==> src/common/dodge_pkg.sv <==
//==========================================================================
// Shared types and constants of the two-player dodging game on an 8x8 field
// Modules take these through a wildcard import in their module header
//==========================================================================
`default_nettype none

package dodge_pkg;

	// Field is square, rows and columns alike
	localparam int FIELD_ROWS = 8;

	// One field row, or a player as a one-hot column mask
	typedef logic [FIELD_ROWS-1:0] row_t;

	// Row or column index
	typedef logic [$clog2(FIELD_ROWS)-1:0] row_idx_t;

	// Point count, saturates at all ones
	typedef logic [7:0] score_t;

	typedef enum logic [1:0] {
		IDLE,
		PLAY,
		OVER
	} game_state_e;

	typedef struct packed {
		row_t p1;
		row_t p2;
	} player_pos_t;

	typedef struct packed {
		logic left;
		logic right;
	} buttons_t;

	// Control from the judge to all stepping stages
	typedef struct packed {
		logic playing;
		logic restart;
	} game_ctrl_t;

	// Row 0 is the bottom row, where the players sit
	typedef row_t [FIELD_ROWS-1:0] field_t;

	localparam row_t LFSR_SEED = 8'h01;

endpackage

`default_nettype wire

==> src/design/dodge_top.sv <==
//==========================================================================
// Top level of the dodging game
// Connects the step timer, both players, the field, the judge and the
// matrix readout. STEP_CYCLES sets the game speed in clock cycles
//==========================================================================
`default_nettype none

module dodge_top import dodge_pkg::*; #(
	parameter int STEP_CYCLES = 16
) (
	input  logic        clock_50,
	input  logic        arst_n,
	input  logic        start,
	input  buttons_t    buttons_1,
	input  buttons_t    buttons_2,
	input  row_idx_t    disp_addr,
	output row_t        disp_data,
	output game_state_e state,
	output score_t      score,
	output logic [1:0]  alive
);

	game_ctrl_t  ctrl;
	logic        step;
	logic        scrolled;
	row_t        pos_1;
	row_t        pos_2;
	player_pos_t pos;
	field_t      field;
	row_t        bottom;

	assign pos = '{p1: pos_1, p2: pos_2};

	//==========================================================================
	// Timer stage
	//==========================================================================
	step_timer #(
		.STEP_CYCLES(STEP_CYCLES)
	) i_step_timer (
		.clock_50(clock_50),
		.arst_n  (arst_n),
		.ctrl    (ctrl),
		.step    (step)
	);

	//==========================================================================
	// Player and field stage
	//==========================================================================
	player_ctrl #(
		.INIT_POS(8'b01000000)
	) i_player_ctrl_1 (
		.clock_50(clock_50),
		.arst_n  (arst_n),
		.ctrl    (ctrl),
		.step    (step),
		.buttons (buttons_1),
		.pos     (pos_1)
	);

	player_ctrl #(
		.INIT_POS(8'b00000100)
	) i_player_ctrl_2 (
		.clock_50(clock_50),
		.arst_n  (arst_n),
		.ctrl    (ctrl),
		.step    (step),
		.buttons (buttons_2),
		.pos     (pos_2)
	);

	field_scroll i_field_scroll (
		.clock_50(clock_50),
		.arst_n  (arst_n),
		.ctrl    (ctrl),
		.step    (step),
		.field   (field),
		.bottom  (bottom),
		.scrolled(scrolled)
	);

	//==========================================================================
	// Judge stage and display
	//==========================================================================
	collision_judge i_collision_judge (
		.clock_50(clock_50),
		.arst_n  (arst_n),
		.start   (start),
		.scrolled(scrolled),
		.bottom  (bottom),
		.pos     (pos),
		.ctrl    (ctrl),
		.state   (state),
		.score   (score),
		.alive   (alive)
	);

	matrix_readout i_matrix_readout (
		.field    (field),
		.pos      (pos),
		.disp_addr(disp_addr),
		.disp_data(disp_data)
	);

endmodule

`default_nettype wire

==> src/design/matrix_readout.sv <==
//==========================================================================
// Column readout for the LED matrix driver
// Players are merged into the bottom row. One address returns one column,
// bottom row in the MSB and top row in the LSB
//==========================================================================
`default_nettype none

module matrix_readout import dodge_pkg::*; (
	input  field_t      field,
	input  player_pos_t pos,
	input  row_idx_t    disp_addr,
	output row_t        disp_data
);

	field_t   shown;
	row_idx_t col;

	// Address 0 reads the leftmost column, bit 7
	assign col = row_idx_t'(FIELD_ROWS - 1) - disp_addr;

	always_comb begin
		shown    = field;
		shown[0] = field[0] | pos.p1 | pos.p2;
		for (int r = 0; r < FIELD_ROWS; r++) begin
			disp_data[FIELD_ROWS-1-r] = shown[r][col];
		end
	end

endmodule

`default_nettype wire

==> src/design/player_ctrl.sv <==
//==========================================================================
// Position register of one player
// Moves a one-hot column mask on each step, bounded by the field edges
//==========================================================================
`default_nettype none

module player_ctrl import dodge_pkg::*; #(
	parameter row_t INIT_POS = 8'b01000000
) (
	input  logic       clock_50,
	input  logic       arst_n,
	input  game_ctrl_t ctrl,
	input  logic       step,
	input  buttons_t   buttons,
	output row_t       pos
);

	logic go_left;
	logic go_right;

	// Only a single button moves, and never past an edge
	assign go_left  = buttons.left && !buttons.right && !pos[FIELD_ROWS-1];
	assign go_right = buttons.right && !buttons.left && !pos[0];

	always_ff @(posedge clock_50 or negedge arst_n) begin
		if (!arst_n) begin
			pos <= INIT_POS;
		end else if (ctrl.restart) begin
			pos <= INIT_POS;
		end else if (step && ctrl.playing) begin
			if (go_left) begin
				pos <= pos << 1;
			end else if (go_right) begin
				pos <= pos >> 1;
			end
		end
	end

endmodule

`default_nettype wire

==> src/design/step_timer.sv <==
//==========================================================================
// Game step timer
// Counts clock cycles while a game runs and pulses step once per period
//==========================================================================
`default_nettype none

module step_timer import dodge_pkg::*; #(
	parameter int STEP_CYCLES = 16
) (
	input  logic       clock_50,
	input  logic       arst_n,
	input  game_ctrl_t ctrl,
	output logic       step
);

	localparam int CNT_W = $clog2(STEP_CYCLES);
	localparam logic [CNT_W-1:0] CNT_LAST = CNT_W'(STEP_CYCLES - 1);

	logic [CNT_W-1:0] count;

	// Frozen outside PLAY, restarted from zero on a new game
	always_ff @(posedge clock_50 or negedge arst_n) begin
		if (!arst_n) begin
			count <= '0;
		end else if (ctrl.restart) begin
			count <= '0;
		end else if (ctrl.playing) begin
			if (count == CNT_LAST) begin
				count <= '0;
			end else begin
				count <= count + 1'b1;
			end
		end
	end

	// First pulse lands STEP_CYCLES cycles after the restart cycle
	assign step = ctrl.playing && !ctrl.restart && (count == CNT_LAST);

endmodule

`default_nettype wire

==> src/game/collision_judge.sv <==
//==========================================================================
// Game FSM and referee
// Starts and restarts games, checks both players against the bottom row
// after every scroll, and keeps the score and the alive flags
//==========================================================================
`default_nettype none

module collision_judge import dodge_pkg::*; (
	input  logic        clock_50,
	input  logic        arst_n,
	input  logic        start,
	input  logic        scrolled,
	input  row_t        bottom,
	input  player_pos_t pos,
	output game_ctrl_t  ctrl,
	output game_state_e state,
	output score_t      score,
	output logic [1:0]  alive
);

	logic   restart;
	logic   hit_1;
	logic   hit_2;

	assign hit_1     = |(pos.p1 & bottom);
	assign hit_2     = |(pos.p2 & bottom);

	//==========================================================================
	// State machine, score and alive flags
	// alive[0] is player 1, alive[1] is player 2
	//==========================================================================
	always_ff @(posedge clock_50 or negedge arst_n) begin
		if (!arst_n) begin
			state   <= IDLE;
			restart <= 1'b0;
			score   <= '0;
			alive   <= 2'b11;
		end else begin
			restart <= 1'b0;
			unique case (state)
				IDLE, OVER: begin
					if (start) begin
						state   <= PLAY;
						restart <= 1'b1;
					end
				end
				PLAY: begin
					if (restart) begin
						score <= '0;
						alive <= 2'b11;
					end else if (scrolled) begin
						if (hit_1 || hit_2) begin
							state    <= OVER;
							alive[0] <= !hit_1;
							alive[1] <= !hit_2;
						end else if (score != '1) begin
							score <= score + 1'b1;
						end
					end
				end
				default: begin
					state <= IDLE;
				end
			endcase
		end
	end

	// Playing also covers the restart cycle
	assign ctrl.playing = (state == PLAY);
	assign ctrl.restart = restart;

endmodule

`default_nettype wire

==> src/game/field_scroll.sv <==
//==========================================================================
// Scrolling obstacle field
// Eight row registers fed at the top by an 8-bit Fibonacci LFSR. Each step
// moves every row down by one and loads a fresh random row into row 7
//==========================================================================
`default_nettype none

module field_scroll import dodge_pkg::*; (
	input  logic       clock_50,
	input  logic       arst_n,
	input  game_ctrl_t ctrl,
	input  logic       step,
	output field_t     field,
	output row_t       bottom,
	output logic       scrolled
);

	row_t lfsr;
	row_t lfsr_next;

	// Taps 7, 5, 4, 3 shifted in at the LSB
	assign lfsr_next = {lfsr[FIELD_ROWS-2:0], lfsr[7] ^ lfsr[5] ^ lfsr[4] ^ lfsr[3]};

	//==========================================================================
	// Random row generator
	//==========================================================================
	always_ff @(posedge clock_50 or negedge arst_n) begin
		if (!arst_n) begin
			lfsr <= LFSR_SEED;
		end else if (ctrl.restart) begin
			lfsr <= LFSR_SEED;
		end else if (step && ctrl.playing) begin
			lfsr <= lfsr_next;
		end
	end

	//==========================================================================
	// Row registers
	//==========================================================================
	always_ff @(posedge clock_50 or negedge arst_n) begin
		if (!arst_n) begin
			field <= '0;
		end else if (ctrl.restart) begin
			field <= '0;
		end else if (step && ctrl.playing) begin
			for (int r = 0; r < FIELD_ROWS - 1; r++) begin
				field[r] <= field[r+1];
			end
			field[FIELD_ROWS-1] <= lfsr_next;
		end
	end

	// Tells the judge the field has moved
	always_ff @(posedge clock_50 or negedge arst_n) begin
		if (!arst_n) begin
			scrolled <= 1'b0;
		end else begin
			scrolled <= step;
		end
	end

	assign bottom = field[0];

endmodule

`default_nettype wire

==> config.mk <==
export PLATFORM = sky130hd
export DESIGN_NAME = dodge_top
export DESIGN_NICKNAME = d
export VERILOG_FILES = /design/src/common/dodge_pkg.sv /design/src/design/dodge_top.sv /design/src/design/matrix_readout.sv /design/src/design/player_ctrl.sv /design/src/design/step_timer.sv /design/src/game/collision_judge.sv /design/src/game/field_scroll.sv
export SDC_FILE = /design/constraint.sdc
export NUM_CORES = 1
export LEC_CHECK = 0
export ABC_AREA = 1
export BUFFER_PORTS_ARGS = -buffer_cell sky130_fd_sc_hd__buf_2
export CORE_ASPECT_RATIO = 1.2
export CORE_MARGIN = 2
export CORE_UTILIZATION = 60
export DETAILED_ROUTE_END_ITERATION = 7
export GPL_TIMING_DRIVEN = 0
export HOLD_SLACK_MARGIN = 0.06
export PLACE_DENSITY = 0.87
export SLEW_MARGIN = 30
export SYNTH_ARGS = -nofsm -noshare
export SYNTH_HDL_FRONTEND = slang
export SYNTH_SLANG_ARGS = --single-unit
export TNS_END_PERCENT = 1
==> constraint.sdc <==
create_clock -name clock_50 -period 3.3 [get_ports clock_50]
set_input_delay 0.165 -clock clock_50 [delete_from_list [all_inputs] [get_ports clock_50]]
set_output_delay 0.165 -clock clock_50 [all_outputs]
set_load 0.03 [all_outputs]
==> metrics.md <==
| Metric | Value |
|---|---|
| Pwr Total | `2.43 mW` |
| Worst setup SP type | `flip-flop` |
| EDFF count, synth | `0` |
| Placed inst area | `3500 um2` |
| Crit path capture type | `output pin` |
| Die height | `85 um` |
| First-pass GRT wire length | `about 13000 um` |
| Net Count, Synth | `around 450` |
| Max Root-Sink Buffers | `2` |
| Via Count | `just over 3000` |
| Drt total wl | `between 7000 and 8000 um` |
| GR Util met1 | `36.2%` |
| Largest net degree at the start of global routing | `58` |
| Worst Path Arrival | `about 1.7 ns` |
| CP max stage cell | `dfrtp_1` |
| Yosys reg bits | `57` |
| First-pass DRT Iterations | `5` |
| Max_slew headroom | `between 50% and 60%` |
| Pwr Density | `652 nW/um2` |
| Setup Buffers After CTS | `0` |
| Worst-path fanout max | `4` |
| Vias per cell | `5.62` |
| Vias in the first global route | `between 2000 and 3000` |
| Antenna violations before repair | `0` |
| Detailed placer's ending HPWL | `5600 um` |
| Drt wl/cell | `between 10 and 15 um` |
| Final Max Tran Viols | `0` |
| Post-synth cell types | `44` |
| Resized cells post-CTS | `0` |
| CP Data Required Time | `3.13 ns` |
| Mapped cell area | `roughly 3300 um2` |
| Cell Int Power | `1.54 mW` |
| Setup total negative slack | `0 ns` |
| Setup CP Type | `flip-flop to output pin` |
| P&R area growth vs syn | `13.7%` |
| RD Place Congestion | `0.883` |
| CTS Sinks | `57` |
| Syn avg cell area | `roughly 7.5 um2` |
| Worst skew pair latency | `between 0.3 and 0.4 ns` |
| Final instance area | `around 3700 um2` |
| Final Hold Fails | `0` |
| Post-route insts no fill | `roughly 550` |
| Layout cells sized above 1 | `between 15 and 20%` |
| Cell Chain, Critical Path | `inv_1, nand2_1, o21ai_0, or2_1, o21ai_0, nand2_1, o21ai_1, buf_2` |
| Status | `completed` |
| FMAX | `between 500 and 600 MHz` |
| Filler Cells Inserted | `roughly 420` |
| Reg clk slew, reported paths | `~0.06 ns` |
| Crit path time final | `1.84 ns` |
| Post-synth ARST share | `100%` |
| Max incr delay on CP | `roughly 0.41 ns` |
| Busiest grt layer | `met2` |
| Syn. warnings | `0` |
| Top cells by area, synth | `dfrtp_1, nand2_1, inv_1, o22ai_1, o21ai_0` |
| Sequential power share | `between 40% and 50%` |
| Synthesized instance count | `around 440` |
| Total CTS buffers | `9` |
| DIE WIDTH | `71.5 um` |
| Nets | `approximately 490` |
| Total Routing Usage GR | `about 28%` |
| Starting Density | `61.9%` |
| Peak supply drop | `approximately 450 uV` |
| Sequential-to-total area share from yosys stat | `between 40% and 50%` |
| CTS tree | `yes` |
| Cell taking the most area after synthesis | `dfrtp_1` |
| Switching Share | `between 30% and 40%` |
| Leak | `1.87 nW` |
| Final setup viols | `0` |
| # IOs | `30` |
| H-tree depth reported by CTS | `3` |
| Grt total ovfl | `0` |
| Max capacitance violation total | `0` |
| Worst min path class | `input port to flip-flop` |
| Combinational power share | `29.7%` |
| Main synth FF type | `dfrtp_1` |
| Port bufs | `28` |
| Unrepaired setup endpoints after global routing | `no` |
| Part of the power in the clock network | `about 28%` |
| Met2 Resource Use GR | `a little under half` |
| Sw Pwr | `just under 0.9 mW` |
| N_diodes | `0` |
| Core area | `5300 um2` |
| DR DRC count | `0` |
| Final cycle utilization of the critical path | `between 50% and 60%` |
| Cells after DPL | `between 500 and 600` |
| Clock Skew | `between 0.006 and 0.007 ns` |
| Full die area | `6080 um2` |
| Synth top area share | `39.7%` |
| Slew @ Worst Pin | `0.741 ns` |
| 1st-iter DRT viols | `242` |
| Met3 GRT Util | `about 6.4%` |
| ANT nets after route | `0` |
| Root buf cell | `clkbuf_8` |
| Placement row count | `29` |
==> area by class of cell <==
| class | instances | area [um2] | share of cell area [%] |
|---|---|---|---|
| clock buffer | 14 | 173 | 4.63 |
| buffer | 13 | 77.6 | 2.08 |
| inverter | 63 | 248 | 6.64 |
| tap | 62 | 77.6 | 2.08 |
| timing repair buffer | 30 | 163 | 4.36 |
| multi-input combinational | 306 | 1520 | 40.8 |
| clock inverter | 2 | 35.0 | 0.940 |
| sequential | 57 | 1430 | 38.4 |
==> synth_stat cells (2+ instances only) <==
cell type,instances
dfrtp_1,52
nand2_4,4
inv_2,4
ha_1,2
nand2_2,4
buf_2,8
nor2_2,3
clkinv_1,3
clkbuf_1,2
dfstp_2,5
nand3_1,18
o21ai_1,11
inv_1,53
o21ai_2,4
a21oi_1,6
o22ai_1,30
nand2_1,128
nor2_1,28
nor3b_1,2
nand4_1,9
xor2_1,3
o21ai_0,36
o211ai_1,3
==> power by group through the flow <==
| stage | clock [mW] | combinational [mW] | sequential [mW] |
|---|---|---|---|
| CTS | 0.692 | 0.719 | 1.02 |
| detailed placement | 0 | 0.710 | 1.03 |
| global placement | 0 | 0.686 | 1.02 |
| global route | 0.716 | 0.801 | 1.04 |
| finish | 0.687 | 0.720 | 1.02 |
| floorplan | 0 | 0.484 | 1.06 |
==> per-layer routing <==
metal,vias up,share of wire [%]
met1,1440,44
li1,1524,-
met5,-,0
met3,13,5.2
met4,0,2.3
met2,98,49
==> metrics by stage <==
stage | hold slack, ns | setup WS (ns) | utilization [%]
after floorplan | -0.131 | 1.75 | -
after global placement | 0.396 | 1.75 | 66.0
after detailed placement | 0.269 | 1.73 | 66.1
after CTS | 0.259 | 1.47 | 70.4
after global routing | 0.309 | 1.34 | 70.4
final | 0.262 | 1.46 | 70.4
==> critical path: cells and delay by family (launching register included) <==
family | cells | cell delay, ns
AND/OR/NAND/NOR | 3 | 0.36
buffers and inverters | 2 | 0.31
flip-flops | 1 | 0.41
AO/OA/AOI/OAI | 3 | 0.25
==> flip-flops by register name, indices dropped and copies added (netlist names) <==
signal                     count
i_collision_judge.alive        2
i_collision_judge.score        8
i_player_ctrl_1.pos            8
i_collision_judge.state        2
i_field_scroll.lfsr            1
i_field_scroll.bottom          3
i_player_ctrl_2.pos            8
i_step_timer.count             4
i_field_scroll.scrolled        1
i_field_scroll.field          19
i_collision_judge.restart      1
==> path summary, 6_finish.rpt <==
check / from / to / slack, ns / cells after the start
setup / recovery: i_field_scroll.field[46]$_DFFE_PN0P_ / disp_data[2] / 1.46 / 8
hold / removal: buttons_1[0] / i_player_ctrl_1.pos[6]$_DFFE_PN1P_ / 0.26 / 4
setup reg to reg: i_player_ctrl_1.pos[2]$_DFFE_PN0P_ / i_collision_judge.score[3]$_DFFE_PN0P_ / 1.69 / 9
hold reg to reg: i_collision_judge.alive[0]$_DFFE_PN1P_ / i_collision_judge.alive[0]$_DFFE_PN1P_ / 0.47 / 2
max in group asynchronous: arst_n / i_step_timer.count[0]$_DFFE_PN0P_ / 2.38 / 2
min in group asynchronous: arst_n / i_player_ctrl_2.pos[0]$_DFFE_PN0P_ / 0.41 / 2
==> cell families after synthesis <==
kind of cell	count (synthesis)	synth area share [%]
buffers and inverters	76	9.92
xor gates and xnor gates	4	1.07
AOI/OAI and AO/OA	97	17.5
adders and majority gates	2	0.763
and+or+nand+nor	203	27.0
DFF	57	43.7
==> cell usage in the layout, fill, tap and decap left out, types with 4 or more instances in the layout <==
master,count
nand4_1,9
clkbuf_1,4
o21ai_1,11
nand2_1,128
nand3_1,18
dfstp_2,5
a21oi_1,6
o21ai_0,36
inv_1,53
nand2_4,4
inv_2,4
o22ai_1,30
o21ai_2,4
buf_2,35
clkbuf_8,12
nor2_1,28
dfrtp_1,52
nand2_2,4
==> timing repair <==
action                                  4_1_cts  5_1_grt
hold buffers                                  2        0
endpoints found under the setup margin        0        0
endpoints found under the hold margin        53        0
(Power assumes the default switching activity.)
